--- config.mk ---
export PLATFORM = sky130hd
export DESIGN_NAME = sample_team
export DESIGN_NICKNAME = d
export VERILOG_FILES = /design/src/rtl/wb_pkg.sv /design/src/rtl/pad_pkg.sv /design/src/rtl/sample_team.sv
export VERILOG_INCLUDE_DIRS = /design/src /design/src/rtl
export SDC_FILE = /design/constraint.sdc
export NUM_CORES = 1
export LEC_CHECK = 0
export BUFFER_PORTS_ARGS = -buffer_cell sky130_fd_sc_hd__buf_2
export CAP_MARGIN = 20
export CELL_PAD_IN_SITES_DETAIL_PLACEMENT = 0
export CELL_PAD_IN_SITES_GLOBAL_PLACEMENT = 2
export CORE_AREA = 4 4 157 159
export CTS_BUF_LIST = sky130_fd_sc_hd__clkbuf_4 sky130_fd_sc_hd__clkbuf_8
export DETAILED_ROUTE_END_ITERATION = 16
export DIE_AREA = 0 0 161 163
export MAX_ROUTING_LAYER = met4
export PLACE_DENSITY = 0.88
export SLEW_MARGIN = 0
export SYNTH_ARGS = -nofsm -noshare
export SYNTH_HDL_FRONTEND = slang
export SYNTH_SLANG_ARGS = --single-unit
--- constraint.sdc ---
create_clock -name wb_clk_i -period 2.6 [get_ports wb_clk_i]
set_input_delay 0 -clock wb_clk_i [delete_from_list [all_inputs] [get_ports wb_clk_i]]
set_output_delay 0 -clock wb_clk_i [all_outputs]
set_load 0.01 [all_outputs]
--- src/rtl/nebula_macros.svh ---
/* Address map and sizing for the user area. One team is wired in the top level today,
   so raising NB_NUM_TEAMS also needs new instances there */
`ifndef NEBULA_MACROS_SVH
`define NEBULA_MACROS_SVH

// Team designs behind the pad and LA muxes, index 0 stays idle
`define NB_NUM_TEAMS 1

// Upper 12 address bits that select the user area
`define NB_BASE_ADR 12'h300

// Two-bit region field starts here
`define NB_REGION_LSB 16

// SRAM depth in 32-bit words
`define NB_SRAM_WORDS 256

// Read data for an address outside the user area
`define NB_UNMAPPED_DATA 32'hDEAD_C0DE

`endif

--- src/rtl/wb_pkg.sv ---
/* Bus-side types of the management Wishbone port. Classic cycles only, 32-bit words,
   no burst or tag signals */
package wb_pkg;

    // Byte address as seen on the bus
    typedef logic [31:0] wb_adr_t;

    // Word data in both directions
    typedef logic [31:0] wb_dat_t;

    typedef logic [3:0] wb_sel_t; // One bit per byte lane

    // Region field of the address, picks the target
    typedef enum logic [1:0] {
        REG_SRAM = 2'd0,
        REG_GPIO = 2'd1,
        REG_LA   = 2'd2,
        REG_TEAM = 2'd3
    } region_e;

endpackage

--- src/rtl/pad_pkg.sv ---
/* Pad and logic-analyzer payloads that teams hand to the output muxes.
   oeb is active low, so an idle GPIO payload leaves every pad undriven */
`include "nebula_macros.svh"

package pad_pkg;

    // 38 pads, value and active-low output enable
    typedef struct packed {
        logic [37:0] out;
        logic [37:0] oeb;
    } gpio_pads_t;

    // 128 logic-analyzer outputs toward the management core
    typedef struct packed {
        logic [127:0] out;
    } la_pads_t;

    // Wide enough to name every team, 0 included
    typedef logic [$clog2(`NB_NUM_TEAMS + 1)-1:0] team_idx_t;

    // Nobody selected
    localparam gpio_pads_t GPIO_IDLE = '{out: '0, oeb: '1};
    localparam la_pads_t LA_IDLE = '{out: '0};

endpackage

--- src/rtl/sample_team.sv ---
/* Stand-in team design with one pattern register at offset 0. Drives GPIO 31:0 and
   LA 31:0 only, the upper pads stay undriven and the upper LA bits stay zero */
module sample_team (
    input  logic               wb_clk_i,
    input  logic               rst_i,

    // Wishbone slave
    input  logic               cyc_i,
    input  logic               stb_i,
    input  logic               we_i,
    input  wb_pkg::wb_sel_t    sel_i,
    input  wb_pkg::wb_dat_t    dat_i,
    output logic               ack_o,
    output wb_pkg::wb_dat_t    dat_o,

    input  logic [127:0]       la_data_i,
    output pad_pkg::gpio_pads_t gpio_o,
    output pad_pkg::la_pads_t   la_o
);
    import wb_pkg::*;

    wb_dat_t pattern_q;
    logic    req;

    assign req = cyc_i & stb_i & ~ack_o;

    // Pattern updates on the same edge that raises ack
    always_ff @(posedge wb_clk_i) begin
        if (rst_i) begin
            ack_o     <= 1'b0;
            pattern_q <= '0;
        end else begin
            ack_o <= req;
            if (req && we_i) begin
                for (int b = 0; b < 4; b++) begin
                    if (sel_i[b]) begin
                        pattern_q[8*b +: 8] <= dat_i[8*b +: 8];
                    end
                end
            end
        end
    end

    always_ff @(posedge wb_clk_i) begin
        if (req) begin
            dat_o <= pattern_q;
        end
    end

    // Low 32 pads driven, top 6 left floating
    assign gpio_o = '{out: {6'b0, pattern_q}, oeb: {6'h3f, 32'h0}};

    // Echo of the LA inputs through the pattern
    assign la_o = '{out: {96'b0, pattern_q ^ la_data_i[31:0]}};

endmodule

==> metrics.cfg <==
[status]
status=complete, no violations

[hold_path]
min_from=sel_i[0]
hp-class=input port to register

[worst_setup_path]
crit_chain=and4b_2 > buf_4 > nand4b_1 > dlygate4sd3_1 > o21ai_2
cp-start-kind=register
cpPeakStageDelay_ns=0.61
cp_top_family=buffers and inverters
setup.worst_path.end_class=register
slowest_stage=and4b_2
cp_data_required_time_ns=2.89
crit_buf_inv=2
r2r_end=pattern_q[18]
r2r_start=ack_o
ff2ff_setup_slack_ns=0.60
cp-endpoint=pattern_q[18]
crit_type=register to register
cp_num_cells=5
ff2ff_path_depth=5
critPathLaunch=ack_o
crit_fanout=18
arrival_ns=2.29

[power]
power.leakage_nw=2.45
pwr-share-comb_pct=16.0
power_switching_w=0.000670
power.density_nw_per_um2=491
power_frac_seq_pct=44.4
swShare_pct=26.5
p_clk_share_pct=39.6
p_int_w=0.00186
peakVddDrop_v=0.000221

[timing]
fin_crit_sh_pct=77.0
worst_slew_pin_slew_ns=0.915
relSlewSlack_pct=39.0
min_period_ns=2.00
finalHoldViolCount=0
setup_tns_ns=0
setup_violations=0
rsz0062_at_grt=no
final_max_slew_viol_count=0
whs_ns=0.0421
fmax_mhz=499
skew_ns=0.0165

[synthesis]
synth_edf_count=32
synth_common_cells=140 x buf_4, 33 x dfxtp_1
synth_seq_cells=65
yosys_most_used_dff=dfxtp_1
yosysMostFrequentCell=buf_4
syn-instance-count=362
netlist_area_sq_um=3890
synthTopCellsByArea=buf_4 27%, edfxtp_1 25%, dfxtp_1 17%
synth.distinct_cells=16
synth_top_cell_area_share_pct=27.0
synth.avg_cell_area_sq_um=10.7
synth_area_leader_cell=buf_4
synth.yosys.warnings=0
synthArstFlopShare_pct=0
yosysSeqAreaShare_pct=41.7

[final_layout]
nets=734
final_cell_area_sq_um=5150
layout.cells.non_filler=889
area_growth_pct=32.4
drive_gt1_share_pct=39.6
n_antenna_cell=0

[floorplanning]
initial_core_util_pct=16.7
ios=406
fp-row-count=56
die_area_sq_um=26200
die_w_um=161
core_region_area_sq_um=23300
die_h_um=163

[clock_network]
h-tree-depth=3
cts.sinks=65
tritoncts=yes
path_clk_slew_ns=0.08
cts_root_buf=clkbuf_8
clk-insertion-delay-late_ns=0.35
cts_buffer_depth=2
cts_buffers=9

[run]
drv_cap=0

[grt]
grt_use_total_pct=7.72
grt_start_max_net_pins=66
antenna_found_initial=0
overflow=0
grt_pass1_vias=2753
grt_pass1_wl_mm=15.2

[detailed_routing]
drc_errors=0
wl_per_cell_um=11.7
drt_pass1_iterations=4
viasPerCell=3.16
antenna_left=0
vias=2805
drtIter0Drc=48
drt_wl_total_mm=10.4

[placement]
portBuffers=169
placed_area_sq_um=4530
dp_cells=833
gp_congestion=0.703
place_hpwl_mm=8.01

through the flow:
stage	util [%]	setup WS, ns	total power, W
finish	22.2	0.598	0.00253
global route	22.2	0.439	0.00266
CTS	22.2	0.542	0.00258
detailed placement	19.5	1.05	0.00151
global placement	19.5	1.06	0.00150
floorplan	-	0.452	0.00151
cell families after synthesis:
group	Yosys count	share of synthesized area, %
compound gates	32	7.20
xor+xnor	32	7.20
buf+inv	159	29.9
flops	65	41.7
other cells	2	0.193
simple gates	72	13.8
power groups by stage:
stage	Combinational, W	Sequential (W)	Clock [W]
3_5_place_dp	0.000360	0.00115	0
6_report	0.000404	0.00112	0.00100
3_3_place_gp	0.000357	0.00115	0
4_1_cts	0.000403	0.00112	0.00106
2_1_floorplan	0.000353	0.00116	0
5_1_grt	0.000443	0.00113	0.00109
per-layer routing:
metal	routed length (um)	track usage, %
met1	4280	9.26
met2	4990	12.1
met3	944	2.15
met4	188	3.49
met5	0	-
flip-flops by register name (all words and copies together), names as in the netlist:
name,flops
dat_o,32
pattern_q,32
ack_o,1
cell type report:
type                            instances  area, sq um
Fill cell                            2584        18100
Multi-Input combinational cell        276         1630
Sequential cell                        65         1620
Timing Repair Buffer                  213         1280
Tap cell                              319          399
Clock buffer                           13          160
Clock inverter                          3         63.8
tightest hold or removal path, cell delays in order:
cell	delay [ns]
buf_2	0.16
nand4b_1	0.12
o21ai_2	0.05
timing repair:
action                                 CTS  global route
setup buffers                            0             0
hold buffers                            40             0
setup endpoints to repair                0             0
gates resized for setup                  0             0
endpoints found under the hold margin   33             0
placed cells by master, fill, tap and decap left out:
master / n
and2_4: 4
and4b_2: 1
buf_2: 169
buf_4: 4
bufinv_16: 2
clkbuf_4: 3
clkbuf_8: 10
clkinv_1: 1
conb_1: 140
dfxtp_1: 33
dlygate4sd3_1: 40
edfxtp_1: 32
nand2_1: 1
nand2b_1: 32
nand4b_1: 32
nor2_4: 1
nor3_1: 1
o21ai_2: 32
xor2_1: 32
how the worst min path moves through the flow:
stage / to / cells past startpoint
after floorplan: la_o[0] / 1
after global placement: la_o[5] / 3
after detailed placement: la_o[25] / 3
after CTS: pattern_q[20] / 3
after global routing: pattern_q[12] / 3
final: pattern_q[7] / 3
Note: power is estimated with default switching activity, not from simulation.
