<file path="src/rtl/nebula_macros.svh">
/* Address map and sizing for the user area. One team is wired in the top level today,
   so raising NB_NUM_TEAMS also needs new instances there */
`ifndef NEBULA_MACROS_SVH
`define NEBULA_MACROS_SVH

// Team designs behind the pad and LA muxes, index 0 stays idle
`define NB_NUM_TEAMS 1

// Upper 12 address bits that select the user area
`define NB_BASE_ADR 12'h300

// Two-bit region field starts here
`define NB_REGION_LSB 16

// SRAM depth in 32-bit words
`define NB_SRAM_WORDS 256

// Read data for an address outside the user area
`define NB_UNMAPPED_DATA 32'hDEAD_C0DE

`endif

</file>
<file path="src/rtl/wb_pkg.sv">
/* Bus-side types of the management Wishbone port. Classic cycles only, 32-bit words,
   no burst or tag signals */
package wb_pkg;

    // Byte address as seen on the bus
    typedef logic [31:0] wb_adr_t;

    // Word data in both directions
    typedef logic [31:0] wb_dat_t;

    typedef logic [3:0] wb_sel_t; // One bit per byte lane

    // Region field of the address, picks the target
    typedef enum logic [1:0] {
        REG_SRAM = 2'd0,
        REG_GPIO = 2'd1,
        REG_LA   = 2'd2,
        REG_TEAM = 2'd3
    } region_e;

endpackage

</file>
<file path="src/rtl/pad_pkg.sv">
/* Pad and logic-analyzer payloads that teams hand to the output muxes.
   oeb is active low, so an idle GPIO payload leaves every pad undriven */
`include "nebula_macros.svh"

package pad_pkg;

    // 38 pads, value and active-low output enable
    typedef struct packed {
        logic [37:0] out;
        logic [37:0] oeb;
    } gpio_pads_t;

    // 128 logic-analyzer outputs toward the management core
    typedef struct packed {
        logic [127:0] out;
    } la_pads_t;

    // Wide enough to name every team, 0 included
    typedef logic [$clog2(`NB_NUM_TEAMS + 1)-1:0] team_idx_t;

    // Nobody selected
    localparam gpio_pads_t GPIO_IDLE = '{out: '0, oeb: '1};
    localparam la_pads_t LA_IDLE = '{out: '0};

endpackage

</file>
<file path="src/rtl/team_output_mux.sv">
/* Select register plus team mux for one group of chip outputs. A written select
   reaches the outputs one cycle after its ack, values above the team count give IDLE */
`include "nebula_macros.svh"

module team_output_mux #(
    parameter type      payload_t = logic [31:0],
    parameter payload_t IDLE      = '0
) (
    input  logic            wb_clk_i,
    input  logic            rst_i,

    // Wishbone slave, offset 0 only
    input  logic            cyc_i,
    input  logic            stb_i,
    input  logic            we_i,
    input  wb_pkg::wb_sel_t sel_i,
    input  wb_pkg::wb_dat_t dat_i,
    output logic            ack_o,
    output wb_pkg::wb_dat_t dat_o,

    input  payload_t        designs_i [`NB_NUM_TEAMS+1],
    output payload_t        pads_o
);
    import wb_pkg::*;
    import pad_pkg::*;

    logic [7:0] sel_q;      // Team select, byte 0 of the register
    team_idx_t  team;
    logic       req;

    assign req  = cyc_i & stb_i & ~ack_o;
    assign team = team_idx_t'(sel_q);

    always_ff @(posedge wb_clk_i) begin
        if (rst_i) begin
            ack_o <= 1'b0;
            sel_q <= '0;
        end else begin
            ack_o <= req;
            // Commit during the ack cycle, request is still held then
            if (cyc_i && stb_i && we_i && ack_o && sel_i[0]) begin
                sel_q <= dat_i[7:0];
            end
        end
    end

    // Readback is the select zero-extended
    always_ff @(posedge wb_clk_i) begin
        if (req) begin
            dat_o <= wb_dat_t'(sel_q);
        end
    end

    always_comb begin
        if (sel_q > `NB_NUM_TEAMS) begin
            pads_o = IDLE;              // Out of range
        end else begin
            pads_o = designs_i[team];
        end
    end

endmodule

</file>
<file path="config.mk">
export PLATFORM = sky130hd
export DESIGN_NAME = team_output_mux
export DESIGN_NICKNAME = d
export VERILOG_FILES = /design/src/rtl/wb_pkg.sv /design/src/rtl/pad_pkg.sv /design/src/rtl/team_output_mux.sv
export VERILOG_INCLUDE_DIRS = /design/src /design/src/rtl
export SDC_FILE = /design/constraint.sdc
export NUM_CORES = 1
export LEC_CHECK = 0
export BUFFER_PORTS_ARGS = -buffer_cell sky130_fd_sc_hd__clkbuf_2
export CAP_MARGIN = 10
export CORE_UTILIZATION = 32
export DETAILED_ROUTE_END_ITERATION = 8
export PLACE_DENSITY_LB_ADDON = 0.15
export SKIP_LAST_GASP = 1
export SYNTH_ARGS = -nofsm -noshare
export SYNTH_HDL_FRONTEND = slang
export SYNTH_SLANG_ARGS = --single-unit
</file>
<file path="constraint.sdc">
create_clock -name wb_clk_i -period 1.55 [get_ports wb_clk_i]
set_input_delay 0.31 -clock wb_clk_i [delete_from_list [all_inputs] [get_ports wb_clk_i]]
set_output_delay 0.31 -clock wb_clk_i [all_outputs]
set_load 0.005 [all_outputs]
</file>
==> impl_metrics.env, run 1 <==
export IMPL_grt_ovfl_total=0
export IMPL_vias=1299
export IMPL_gp_routability_congestion=0.682
export IMPL_grt_usage_pct=12.7
export IMPL_power_uw=1050
export IMPL_port_buffers=118
export IMPL_grt_pass1_vias=1002
export IMPL_crit_buf_inv=2
export IMPL_crit_reg2reg_launch="ack_o"
export IMPL_avgSynthCellArea_um2=9.20
export IMPL_r2r_end="sel_q[0]"
export IMPL_cp_arrival_ns=1.42
export IMPL_holdWs_ns=0.307
export IMPL_drv_slew=0
export IMPL_worstSetupEndpoint="pads_o[0]"
export IMPL_period_share_pct=112
export IMPL_pre_cts_ws_ns=0.0830
export IMPL_synth_warnings=0
export IMPL_ant_nets=0
export IMPL_drt_iter0_drc=31
export IMPL_synth_distinct_cells=16
export IMPL_synthToLayoutAreaGrowth_pct=47.3
export IMPL_rsz0062_at_grt="true"
export IMPL_cp_required_ns=1.24
export IMPL_violations="setup timing"
export IMPL_endpoint_kind="primary output"
export IMPL_mappedNetlistArea_um2=1340
export IMPL_diodes=0
export IMPL_grt_max_degree=33
export IMPL_cp_depth=5
export IMPL_syn_inst=146
export IMPL_core_area_um2=4000
export IMPL_cp_start_kind="flip-flop"
export IMPL_rows=23
export IMPL_yosysSeqAreaShare_pct=31.3
export IMPL_totalWireLength_mm=3.29
export IMPL_io_pins=170
export IMPL_cts_buffers_inserted=3
export IMPL_path_class="flip-flop to primary output"
export IMPL_cts_root_buffer="clkbuf_8"
export IMPL_die_y_um=66.8
export IMPL_die_w_um=66.8
export IMPL_setup_viol=32
export IMPL_wire_per_inst_um=10.4
export IMPL_drive_gt1_share_pct=51.3
export IMPL_dieArea_um2=4460
export IMPL_ctsHtreeMaxLevel=1
export IMPL_crit_path_start="sel_q[6]"
export IMPL_final_common_cell="clkbuf_2"
export IMPL_vias_per_cell=4.12
export IMPL_dp_hpwl_mm=2.84
export IMPL_antenna_found_initial=0
export IMPL_status="complete, but fails checks"
export IMPL_final_cell_mix="clkbuf_2 (118), mux2i_1 (40), nor2_1 (29)"
export IMPL_min_period_ns=1.73
export IMPL_cp_max_fo=32
export IMPL_cts_sinks=17
export IMPL_clk_latency_ns=0.24
export IMPL_design_area_um2=1980
export IMPL_placed_area_um2=1920
export IMPL_ir_drop_v=0.000344
export IMPL_place_inst=311
export IMPL_cts_tree="yes"
export IMPL_cellLeakagePower_uw=0.000978
export IMPL_rrSetupSlack_ns=0.49
export IMPL_max_clock_path_buffers=2
export IMPL_skew_ns=0.00221
export IMPL_path_clk_slew_ns=0.06
export IMPL_final_fill_count=392
export IMPL_maxCapViolations=0
export IMPL_cp_top_family="simple AND/OR/NAND/NOR gates"
export IMPL_powerDensity_nw_per_um2=533
export IMPL_drc_errors=0
export IMPL_hold_class="primary input to flip-flop"
export IMPL_hold_buffers=0
export IMPL_r2r_cells=3
export IMPL_hold_violations=0
export IMPL_ys_seq_elements=17
export IMPL_fin_cells=315
export IMPL_worst_slack_ns=-0.179
export IMPL_min_from="dat_i[6]"
export IMPL_max_freq_mhz=578
export IMPL_start_util_pct=33.6
export IMPL_critPathSlowestCell="dfxtp_1"
export IMPL_cp_slowest_stage_delay_ns=0.33
export IMPL_layout_nets=371
export IMPL_crit_chain="nor4_2, nand2_2, buf_12, nor2_1, clkbuf_2"
export IMPL_drt_pass1_iter_count=4
export IMPL_grt_pass1_wl_mm=4.38
==> Yosys cell counts (all sizes together) <==
master / count / area share (%)
mux2i: 40 / 30
nor2: 34 / 10
nand2: 2 / 0.75
dfxtp: 9 / 13
edfxtp: 8 / 18
nor4: 1 / 0.93
buf: 31 / 18
nand2b: 16 / 7.5
nand3: 1 / 0.37
nor3: 2 / 0.75
clkbuf: 1 / 0.28
conb: 1 / 0.28
==> worst register-to-register path, delay by kind of cell, from the launching register on <==
family	cells	cell delay (ns)
DFF	1	0.36
muxes	1	0.22
and+or+nand+nor	2	0.40
==> registers in the layout, summed over array words and instances (netlist names) <==
signal,cells
dat_o,8
sel_q,8
ack_o,1
==> metrics by stage <==
stage	utilization, %	setup TNS (ns)
6_report	49.4	-5.20
5_1_grt	49.4	-7.99
4_1_cts	49.2	-5.82
3_5_place_dp	48.0	0
3_3_place_gp	48.0	0
2_1_floorplan	-	0
==> cells by family after synthesis <==
family,count (synthesis),share of synthesized area (%)
buffers and inverters,32,18.3
muxes,40,29.8
and+or+nand+nor,56,20.3
other,1,0.279
DFF,17,31.3
==> worst min-delay path by stage <==
stage | to | slack (ns) | cells past startpoint
after detailed placement | dat_o[1] | 0.45 | 0
after floorplan | dat_o[0] | 0.40 | 0
final | sel_q[6] | 0.31 | 3
after global routing | sel_q[4] | 0.31 | 3
after CTS | sel_q[6] | 0.30 | 3
after global placement | dat_o[1] | 0.45 | 0
==> power by group <==
group | total, uW | switching, uW | internal [uW]
logic | 265 | 116 | 149
clock network | 307 | 130 | 178
registers | 482 | 3.54 | 478
total | 1050 | 249 | 805
==> final cells by class <==
type                       count  area [um^2]  share of cell area, %
multi-input combinational    120          773                   39.1
timing repair buffer         124          673                   34.1
sequential                    17          422                   21.3
tap                           50         62.6                   3.16
clock buffer                   3         41.3                   2.09
clock inverter                 1         5.00                  0.253
==> repair_timing <==
| item | 4_1_cts | 5_1_grt |
|---|---|---|
| gates resized for setup | 0 | 4 |
| pin swaps | 0 | 1 |
| setup buffers | 0 | 0 |
| cloned | 0 | 0 |
| setup endpoints to repair | 32 | 32 |
==> layer usage <==
| layer | wire length [um] | GRT usage, % | vias to the layer above |
|---|---|---|---|
| met3 | 268 | 1.88 | 2 |
| met2 | 1650 | 23.1 | 67 |
| met1 | 1360 | 15.8 | 555 |
| met4 | 17 | 2.39 | 0 |
| li1 | - | - | 675 |
| met5 | 0 | 0 | - |
Note: power is estimated with default switching activity, not from simulation.
==> inputs of run 2 (changes only) <==
Settings changed: GPL_TIMING_DRIVEN set to 0.
==> impl_metrics.env, run 2 (synthesized netlist as in run 1, its figures left out) <==
export IMPL_ant_nets=0
export IMPL_max_freq_mhz=569
export IMPL_layout_nets=402
export IMPL_r2r_cells=1
export IMPL_antenna_found_initial=0
export IMPL_maxCapViolations=0
export IMPL_setup_viol=32
export IMPL_crit_reg2reg_launch="ack_o"
export IMPL_cp_top_family="simple AND/OR/NAND/NOR gates"
export IMPL_final_cell_mix="clkbuf_2 (107), mux2i_1 (33), buf_4 (28)"
export IMPL_grt_usage_pct=13.5
export IMPL_grt_ovfl_total=0
export IMPL_largestRegisters="dat_o: 8 flops, sel_q: 8 flops, ack_o: 1 flops"
export IMPL_drt_iter0_drc=47
export IMPL_hold_depth=3
export IMPL_critPathSlowestCell="dfxtp_2"
export IMPL_drive_gt1_share_pct=61.8
export IMPL_ctsHtreeMaxLevel=1
export IMPL_cts_tree="yes"
export IMPL_totalWireLength_mm=3.85
export IMPL_min_period_ns=1.76
export IMPL_core_area_um2=4000
export IMPL_max_clock_path_buffers=2
export IMPL_dp_hpwl_mm=3.01
export IMPL_fin_setup_tns_ns=-5.55
export IMPL_tightest_slew_ns=0.652
export IMPL_final_fill_count=370
export IMPL_vias=1425
export IMPL_worst_slack_ns=-0.208
export IMPL_rows=23
export IMPL_grt_pass1_vias=1052
export IMPL_dieArea_um2=4460
export IMPL_place_inst=337
export IMPL_clk_latency_ns=0.25
export IMPL_cellLeakagePower_uw=0.00117
export IMPL_endpoint_kind="primary output"
export IMPL_die_y_um=66.8
export IMPL_gp_routability_congestion=0.670
export IMPL_ir_drop_v=0.000405
export IMPL_fin_cells=346
export IMPL_grt_max_degree=11
export IMPL_final_common_cell="clkbuf_2"
export IMPL_cts_buffers_inserted=3
export IMPL_hold_violations=0
export IMPL_crit_buf_inv=2
export IMPL_crit_chain="nor4_4, nand2_4, buf_2, nor2_1, clkbuf_2"
export IMPL_violations="setup timing"
export IMPL_cp_start_kind="flip-flop"
export IMPL_drv_slew=0
export IMPL_rsz0062_at_grt="true"
export IMPL_io_pins=170
export IMPL_placed_area_um2=2080
export IMPL_hold_class="primary input to flip-flop"
export IMPL_powerDensity_nw_per_um2=492
export IMPL_cp_arrival_ns=1.45
export IMPL_cts_root_buffer="clkbuf_8"
export IMPL_period_share_pct=113
export IMPL_cp_depth=5
export IMPL_design_area_um2=2350
export IMPL_start_util_pct=33.6
export IMPL_cts_sinks=17
export IMPL_path_clk_slew_ns=0.06
export IMPL_relSlewSlack_pct=56.4
export IMPL_diodes=0
export IMPL_cp_slowest_stage_delay_ns=0.34
export IMPL_status="complete, but fails checks"
export IMPL_hold_buffers=0
export IMPL_skew_ns=0.00187
export IMPL_r2r_end="dat_o[1]"
export IMPL_cp_max_fo=7
export IMPL_die_w_um=66.8
export IMPL_drt_pass1_iter_count=4
export IMPL_pre_cts_ws_ns=0.0194
export IMPL_min_from="dat_i[6]"
export IMPL_worstHoldEndpoint="sel_q[6]"
export IMPL_grt_pass1_wl_mm=4.64
export IMPL_wire_per_inst_um=11.1
export IMPL_rrSetupSlack_ns=0.33
export IMPL_cp_required_ns=1.24
export IMPL_vias_per_cell=4.12
export IMPL_port_buffers=118
export IMPL_path_class="flip-flop to primary output"
export IMPL_drc_errors=0
export IMPL_synthToLayoutAreaGrowth_pct=75.1
## run 2: cell count changes in the layout (fill, tap and decap cells not counted), moves of 2 or more
cell / delta
buf_6: +3
buf_8: +2
nor2_1: -8
mux2i_4: +6
clkbuf_2: -11
buf_4: +25
buf_12: -2
nor2_2: +2
nor2_4: +6
buf_2: +13
mux2i_1: -7
## run 2: area by class of cell
cell class / instances / area, um^2 / share of cell area, %
Buffer: 32 / 275 / 11.7
Multi-Input combinational cell: 120 / 921 / 39.2
Sequential cell: 17 / 423 / 18.0
Clock buffer: 3 / 41.3 / 1.76
Clock inverter: 1 / 5.00 / 0.213
Timing Repair Buffer: 123 / 623 / 26.5
Tap cell: 50 / 62.6 / 2.66
## run 2: stage by stage
| stage | hold slack, ns | util, % | total power [uW] |
|---|---|---|---|
| 5_1_grt | 0.303 | 58.8 | 1220 |
| 3_5_place_dp | 0.411 | 52.0 | 801 |
| 2_1_floorplan | 0.403 | - | 637 |
| 4_1_cts | 0.293 | 54.1 | 1120 |
| 6_report | 0.293 | 58.8 | 1160 |
| 3_3_place_gp | 0.409 | 52.0 | 798 |
## run 2: timing repair
item | CTS | global route
setup buffers | 2 | 0
gates resized for setup | 4 | 53
gates cloned | 1 | 2
endpoints found under the setup margin | 32 | 32
pin swaps | 2 | 11
## run 2: per-layer routing
metal | GRT usage (%) | vias up | part of all wire (%)
met5 | 0 | - | 0
met4 | 3.19 | 0 | 0.52
met3 | 2.57 | 2 | 8.2
met2 | 24.0 | 69 | 52
met1 | 16.6 | 620 | 39
li1 | - | 734 | -
## run 2: power breakdown
group	switching [uW]	internal, uW	total (uW)
clock network	142	178	320
logic	147	208	356
registers	3.51	478	482
## run 2: how the worst max path moves through the flow
stage              from         end  slack [ns]
5_1_grt        sel_q[6]  pads_o[18]       -0.30
3_3_place_gp   sel_q[3]  pads_o[11]       0.005
6_report       sel_q[6]  pads_o[19]       -0.21
3_5_place_dp   sel_q[3]  pads_o[30]        0.02
4_1_cts        sel_q[6]  pads_o[11]       -0.21
2_1_floorplan  sel_q[3]  pads_o[10]        0.26
