<file path="config.mk">
export PLATFORM = sky130hd
export DESIGN_NAME = wb_decoder
export DESIGN_NICKNAME = d
export VERILOG_FILES = /design/src/rtl/wb_pkg.sv /design/src/rtl/wb_decoder.sv
export VERILOG_INCLUDE_DIRS = /design/src /design/src/rtl
export SDC_FILE = /design/constraint.sdc
export NUM_CORES = 1
export LEC_CHECK = 0
export ABC_AREA = 1
export BUFFER_PORTS_ARGS = -buffer_cell sky130_fd_sc_hd__buf_4
export CELL_PAD_IN_SITES_DETAIL_PLACEMENT = 1
export CELL_PAD_IN_SITES_GLOBAL_PLACEMENT = 2
export CORE_AREA = 2 2 202 204
export CTS_BUF_LIST = sky130_fd_sc_hd__clkbuf_4
export DETAILED_ROUTE_END_ITERATION = 8
export DIE_AREA = 0 0 204 206
export GPL_TIMING_DRIVEN = 0
export PLACE_DENSITY = 0.7
export SLEW_MARGIN = 20
export SYNTH_ARGS = -nofsm -noshare
export SYNTH_HDL_FRONTEND = slang
export SYNTH_SLANG_ARGS = --single-unit
</file>
<file path="constraint.sdc">
create_clock -name wb_clk_i -period 3 [get_ports wb_clk_i]
set_input_delay 0.3 -clock wb_clk_i [delete_from_list [all_inputs] [get_ports wb_clk_i]]
set_output_delay 0.3 -clock wb_clk_i [all_outputs]
set_load 0.005 [all_outputs]
</file>
<file path="src/rtl/nebula_macros.svh">
/* Address map and sizing for the user area. One team is wired in the top level today,
   so raising NB_NUM_TEAMS also needs new instances there */
`ifndef NEBULA_MACROS_SVH
`define NEBULA_MACROS_SVH

// Team designs behind the pad and LA muxes, index 0 stays idle
`define NB_NUM_TEAMS 1

// Upper 12 address bits that select the user area
`define NB_BASE_ADR 12'h300

// Two-bit region field starts here
`define NB_REGION_LSB 16

// SRAM depth in 32-bit words
`define NB_SRAM_WORDS 256

// Read data for an address outside the user area
`define NB_UNMAPPED_DATA 32'hDEAD_C0DE

`endif

</file>
<file path="src/rtl/wb_pkg.sv">
/* Bus-side types of the management Wishbone port. Classic cycles only, 32-bit words,
   no burst or tag signals */
package wb_pkg;

    // Byte address as seen on the bus
    typedef logic [31:0] wb_adr_t;

    // Word data in both directions
    typedef logic [31:0] wb_dat_t;

    typedef logic [3:0] wb_sel_t; // One bit per byte lane

    // Region field of the address, picks the target
    typedef enum logic [1:0] {
        REG_SRAM = 2'd0,
        REG_GPIO = 2'd1,
        REG_LA   = 2'd2,
        REG_TEAM = 2'd3
    } region_e;

endpackage

</file>
<file path="src/rtl/wb_decoder.sv">
/* Single-manager Wishbone decoder, request routing and response mux are combinational.
   Addresses outside the base window get a one-cycle ack from here, writes there are dropped */
`include "nebula_macros.svh"

module wb_decoder (
    input  logic            wb_clk_i,
    input  logic            rst_i,

    // Manager side
    input  logic            wbs_cyc_i,
    input  logic            wbs_stb_i,
    input  logic            wbs_we_i,
    input  wb_pkg::wb_sel_t wbs_sel_i,
    input  wb_pkg::wb_adr_t wbs_adr_i,
    input  wb_pkg::wb_dat_t wbs_dat_i,
    output logic            wbs_ack_o,
    output wb_pkg::wb_dat_t wbs_dat_o,

    // Target side, one entry per region
    output logic            cyc_o [wb_pkg::REG_SRAM:wb_pkg::REG_TEAM],
    output logic            stb_o [wb_pkg::REG_SRAM:wb_pkg::REG_TEAM],
    output logic            we_o  [wb_pkg::REG_SRAM:wb_pkg::REG_TEAM],
    output wb_pkg::wb_sel_t sel_o [wb_pkg::REG_SRAM:wb_pkg::REG_TEAM],
    output wb_pkg::wb_adr_t adr_o [wb_pkg::REG_SRAM:wb_pkg::REG_TEAM],
    output wb_pkg::wb_dat_t dat_o [wb_pkg::REG_SRAM:wb_pkg::REG_TEAM],
    input  logic            ack_i [wb_pkg::REG_SRAM:wb_pkg::REG_TEAM],
    input  wb_pkg::wb_dat_t dat_i [wb_pkg::REG_SRAM:wb_pkg::REG_TEAM]
);
    import wb_pkg::*;

    logic    hit;       // Address inside the user area
    region_e region;
    wb_adr_t offset;    // Address with base and region stripped
    logic    unm_ack_q;

    assign hit    = (wbs_adr_i[31:20] == `NB_BASE_ADR);
    assign region = region_e'(wbs_adr_i[`NB_REGION_LSB +: 2]);
    assign offset = wb_adr_t'(wbs_adr_i[`NB_REGION_LSB-1:0]);

    // Only the addressed target sees cyc and stb
    for (genvar r = REG_SRAM; r <= REG_TEAM; r++) begin : g_route
        assign cyc_o[r] = wbs_cyc_i & hit & (region == region_e'(r));
        assign stb_o[r] = wbs_stb_i & hit & (region == region_e'(r));
        assign we_o[r]  = wbs_we_i;
        assign sel_o[r] = wbs_sel_i;
        assign adr_o[r] = offset;
        assign dat_o[r] = wbs_dat_i;
    end

    // Local responder for unmapped requests, same one-cycle wait as the targets
    always_ff @(posedge wb_clk_i) begin
        if (rst_i) begin
            unm_ack_q <= 1'b0;
        end else begin
            unm_ack_q <= wbs_cyc_i & wbs_stb_i & ~hit & ~unm_ack_q;
        end
    end

    // Manager holds the address until ack, so the mux stays on the right target
    always_comb begin
        if (hit) begin
            wbs_ack_o = ack_i[region];
            wbs_dat_o = dat_i[region];
        end else begin
            wbs_ack_o = unm_ack_q;
            wbs_dat_o = `NB_UNMAPPED_DATA;
        end
    end

endmodule

</file>
==> summary.md, run 1 <==
| Metric | Value |
|---|---|
| Die footprint | `0.0420 mm²` |
| Worst path cell trace | `buf_4 > nor2_1 > buf_2 > nand2_1 > nand2_1 > nor2_1 > nand2_1 > buf_4` |
| Largest net degree at the start of global routing | `11` |
| CP Class | `primary input to primary output` |
| Kind of end point of the critical path | `primary output` |
| Share of cells above drive strength 1 | `0.656` |
| Diode count | `0` |
| Max-slew headroom | `0.432` |
| Cell family with the largest share of critical-path delay | `simple AND/OR/NAND/NOR gates` |
| Crit share post-route | `0.773` |
| Synth Cell Area | `around 0.0033 mm²` |
| Overflow after GRT | `0` |
| Final Skew | `0 ns` |
| Worst slack, placed | `0.472 ns` |
| Critical Path RT | `2.70 ns` |
| DR iter-0 viols | `113` |
| Hold Startpoint | `unm_ack_q` |
| Post-CTS setup buffer count | `0` |
| Bufs and invs on worst path | `3` |
| Share of the synthesized area in the top cell type | `0.624` |
| Setup slack after layout | `0.681 ns` |
| First-pass GRT wire length | `roughly 26000 µm` |
| Slew @ Worst Pin | `0.849 ns` |
| Antenna violation net count after detailed routing | `0` |
| Clock Pin Slew Worst Setup and Hold Paths | `0 ns` |
| Crit path from | `wbs_adr_i[16]` |
| # port buffers | `between 400 and 500` |
| Fin. max-slew vios | `0` |
| TritonRoute pass-1 iters | `4` |
| Final Hold Viols | `0` |
| DR vias/cell | `between 2 and 3` |
| Cell taking the most area after synthesis | `buf_4` |
| Post-Route WL | `19800 µm` |
| Vias in the first global route | `between 4k and 5k` |
| Die height | `roughly 210 µm` |
| Static Leak | `4.30 nW` |
| HP Class | `register to register` |
| WP data arrival | `a little over 2 ns` |
| Pwr dens | `around 120 mW/mm²` |
| FF-to-FF Start | `unm_ack_q` |
| Largest register FFs | `1` |
| CP dominant cell by count | `nand2_1` |
| CP startpoint kind | `primary input` |
| Nets | `1267` |
| DRC Markers | `0` |
| Synth top area cells | `buf_4 (62%), nand2_1 (26%), nor2_1 (6.8%), buf_2 (1.7%), inv_1 (0.79%)` |
| Layout area overhead | `118%` |
| Via Count | `4677` |
| Later-pin clock latency in the skew report | `0 ns` |
| Largest registers | `unm_ack_q x1` |
| Starting density of the core | `0.0829` |
| Hold buffer count at cts | `0` |
| YS warnings | `0` |
| Initial antenna violation count | `0` |
| Crit-path slowest cell | `nor2_1` |
| Post-synthesis sequential area ratio | `0.00601` |
| # IOs | `between 500 and 600` |
| # rows | `74` |
| GPL Wtd Cong | `~0.73` |
| Register bank with the most flops | `unm_ack_q` |
| Max-cap violations | `0` |
| Cells after Synth | `between 500 and 600` |
| Synth Area per Inst | `between 5 and 6 µm²` |
| # fillers | `just over 5k` |
| TNS Setup | `0 ns` |
| Placeable Area | `between 0.04 and 0.05 mm²` |
| Min cycle time layout | `2.32 ns` |
| Setup Viol. Count Final | `0` |
| RSZ-0062 raised after global routing | `no` |
| Run status | `completed` |
| Seq cells post-synth | `1` |
| Max Freq | `around 430 MHz` |
| Power Total | `854 µW` |
| CTS resizes | `0` |
| Worst vdd ir | `30.3 µV` |
| Die width | `slightly above 200 µm` |
| WL/cell | `about 12 µm` |
| CP max FO | `10` |
| Yosys cell types | `15` |
| Placed insts | `~1.6k` |
| Final HPWL DP | `between 15000 and 20000 µm` |
| CP max stage delay | `about 0.66 ns` |
| Final Non-Filler Cells | `about 1.6k` |
| GRT Total Usage | `0.0817` |
tightest hold or removal path, delay by kind of cell, from the launching register on:
family                 cells  cell delay (ns)
AND/OR/NAND/NOR            2             0.09
buffers and inverters      1             0.04
flip-flops                 1             0.31
placed cells by master (no fill, tap or decap):
cell | netlist | final
buf_2 | 11 | 11
nand3b_1 | 1 | 1
conb_1 | 1 | 64
nand2_1 | 227 | 227
buf_6 | 1 | 1
inv_1 | 7 | 7
dfxtp_1 | 1 | 1
nand3_1 | 3 | 3
nor2_2 | 2 | 2
buf_4 | 277 | 679
nor2_1 | 60 | 60
nor3_2 | 1 | 1
clkbuf_1 | 1 | 1
clkinv_1 | 1 | 1
nand2_2 | 1 | 1
stage by stage:
step / hold slack [ns] / util / instance area, µm²
after floorplan: 0.442 / - / 3570
after global placement: 0.480 / 0.180 / 7250
after detailed placement: 0.493 / 0.180 / 7250
after CTS: 0.497 / 0.180 / 7250
after global routing: 0.532 / 0.180 / 7250
final: 0.493 / 0.180 / 7250
final cells by class:
cell class	count	area, µm²	share of cell area
inverters	8	30.0	0.00414
repair buffers	402	3020	0.416
plain buffers	290	2150	0.296
well taps	532	666	0.0918
multi-input cells	359	1370	0.189
flip-flops and latches	1	20.0	0.00276
synth_stat cells:
| master | count |
|---|---|
| dfxtp_1 | 1 |
| nand3_1 | 3 |
| buf_6 | 1 |
| nand3b_1 | 1 |
| conb_1 | 1 |
| nor2_1 | 60 |
| inv_1 | 7 |
| buf_4 | 277 |
| nor3_2 | 1 |
| clkbuf_1 | 1 |
| nor2_2 | 2 |
| nand2_2 | 1 |
| nand2_1 | 227 |
| buf_2 | 11 |
| clkinv_1 | 1 |
kinds of logic after synthesis:
logic type,count (synthesis),synth area share
and+or+nand+nor,295,0.339
other,1,0.00113
buffers and inverters,298,0.654
DFF,1,0.00601
report_power, final:
group | total [mW] | internal [mW] | leakage [nW] | switching (mW)
clock network | 0 | 0 | 0 | 0
logic | 0.839 | 0.559 | 4.29 | 0.280
registers | 0.0144 | 0.0141 | 0.00820 | 0.000263
total | 0.854 | 0.573 | 4.30 | 0.281
final timing paths:
| check | slack (ns) | cells after the start | to |
|---|---|---|---|
| worst min-delay path | 0.49 | 3 | unm_ack_q |
| worst max register to register | 2.44 | 3 | unm_ack_q |
| worst min register to register | 0.49 | 3 | unm_ack_q |
| worst max-delay path | 0.68 | 8 | wbs_dat_o[28] |
routing by layer:
layer / routed length, µm / track usage / vias up / part of all wire
met1: 6980 / 0.0889 / 2065 / 0.35
met5: 0 / 0 / - / 0
met4: 87 / 0.00414 / 0 / 0.0044
met2: 11000 / 0.168 / 248 / 0.55
li1: - / - / 2360 / -
met3: 1760 / 0.0156 / 4 / 0.089
Note: power is estimated with default switching activity, not from simulation.
==> run 2: changes to the inputs <==
CORE_AREA = 2 2 203 205   (was 2 2 202 204)
DIE_AREA = 0 0 205 207   (was 0 0 204 206)
PLACE_DENSITY = 0.71   (was 0.7)
clock period = 2.05 ns   (was 3 ns; I/O delays follow)
==> run 2 against run 1 <==
Against the previous run: power increased by 47%; cell count stayed put; hold slack got worse by 0.0052 ns; first-iteration DRC count down 26%; via count up 0.75%; register-to-register slack got worse by 0.95 ns; combinational power up 47%; setup slack worse by 0.44 ns; critical endpoint is now wbs_dat_o[18].
==> summary.md, run 2 (synthesized netlist as in run 1, its figures left out) <==
| Metric | Value |
|---|---|
| RSZ-0062 raised after global routing | `no` |
| WL/cell | `roughly 13 µm` |
| Reg2reg setup slack | `1.49 ns` |
| TritonRoute pass-1 iters | `4` |
| # IOs | `522` |
| Min cycle time layout | `around 1.8 ns` |
| Final HPWL DP | `about 19000 µm` |
| CP max stage delay | `roughly 0.37 ns` |
| Most frequent cells in the layout | `buf_4 (680), nand2_1 (227), conb_1 (64), nor2_1 (58), buf_2 (10)` |
| Max Freq | `around 550 MHz` |
| Die width | `around 210 µm` |
| Placeable Area | `0.0404 mm²` |
| Initial antenna violation count | `0` |
| Register bank with the most flops | `unm_ack_q` |
| WP data arrival | `between 1.5 and 2 ns` |
| Layout area overhead | `118%` |
| # port buffers | `~400` |
| CP dominant cell by count | `buf_4` |
| Largest register FFs | `1` |
| Diode count | `0` |
| Setup Viol. Count Final | `0` |
| Nets | `1267` |
| Later-pin clock latency in the skew report | `0 ns` |
| # fillers | `5136` |
| Area occupied by multi-input gates | `about 0.0014 mm²` |
| Commonest non-fill, non-tap cell in the layout | `buf_4` |
| Via Count | `between 4k and 5k` |
| Max-cap violations | `0` |
| First-pass GRT wire length | `28700 µm` |
| # rows | `between 70 and 80` |
| Worst vdd ir | `~55 µV` |
| Die footprint | `roughly 0.042 mm²` |
| Clock Pin Slew Worst Setup and Hold Paths | `0 ns` |
| GPL Wtd Cong | `0.752` |
| Worst path cell trace | `buf_4 > nor3_2 > nand2_2 > inv_4 > buf_6 > nand2_1 > buf_4` |
| Share of cells above drive strength 1 | `0.659` |
| DR iter-0 viols | `84` |
| Static Leak | `4.31 nW` |
| Worst hold slack | `0.488 ns` |
| CP startpoint kind | `primary input` |
| Run status | `completed` |
| CP max FO | `10` |
| Fin. max-slew vios | `0` |
| Die height | `207 µm` |
| HP Class | `primary input to register` |
| Crit-path slowest cell | `nor3_2` |
| Critical Path RT | `1.85 ns` |
| Largest net degree at the start of global routing | `11` |
| DR vias/cell | `about 3.0` |
| Crit share post-route | `0.884` |
| Overflow after GRT | `0` |
| Vias in the first global route | `just under 5k` |
| DRC Markers | `0` |
| Post-DP Area | `between 0.007 and 0.008 mm²` |
| Starting density of the core | `0.0825` |
| Pwr dens | `approximately 170 mW/mm²` |
| CP Class | `primary input to primary output` |
| Antenna violation net count after detailed routing | `0` |
| Register area | `20.0 µm²` |
| GRT Total Usage | `0.0877` |
| Post-route cell area | `~0.0073 mm²` |
| Post-Route WL | `between 20000 and 25000 µm` |
| Final Hold Viols | `0` |
| Kind of end point of the critical path | `primary output` |
| Largest registers | `unm_ack_q x1` |
| Final Skew | `0 ns` |
| Bufs and invs on worst path | `4` |
| Cell family with the largest share of critical-path delay | `simple AND/OR/NAND/NOR gates` |
| Layout Utilization | `0.180` |
==> run 2: final cells by class <==
class | instances | area share
tap | 532 | 0.0916
timing repair buffer | 402 | 0.416
multi-input combinational | 359 | 0.189
buffer | 290 | 0.296
sequential | 1 | 0.00276
inverter | 8 | 0.00448
==> run 2: final timing paths <==
check / cells after the start / end / start
hold reg to reg: 3 / unm_ack_q / unm_ack_q
setup / recovery: 7 / wbs_dat_o[18] / wbs_adr_i[31]
hold / removal: 3 / unm_ack_q / rst_i
setup reg to reg: 3 / unm_ack_q / unm_ack_q
==> run 2: worst reg2reg max path, cell delays in order (launching register included) <==
cell	delay (ns)
dfxtp_1	0.31
inv_1	0.04
nand2_1	0.05
nor2_1	0.04
==> run 2: layer usage <==
layer  part of all wire  global-route usage
met1               0.36              0.0943
met2               0.55               0.184
met3              0.085              0.0148
met4                  0                   0
met5                  0                   0
==> run 2: per-stage QoR <==
stage / setup WS (ns) / setup TNS, ns / power, mW / instances
CTS: 0.0427 / 0 / 1.27 / 1592
detailed placement: -0.0825 / -0.740 / 1.27 / 1592
floorplan: 0.826 / 0 / 0.618 / 658
finish: 0.239 / 0 / 1.25 / 1592
global route: 0.0749 / 0 / 1.37 / 1592
global placement: -0.0653 / -0.537 / 1.25 / 1592
==> run 2: power by group <==
group	switching [mW]	total [mW]	internal, mW
logic	0.411	1.23	0.819
clock network	0	0	0
registers	0.000392	0.0211	0.0207
==> run 2: repair_timing <==
action,in CTS,in global routing
cloned,0,0
buffers inserted,0,0
setup endpoints to repair,11,23
resized for setup,2,5
hold buffers,0,0
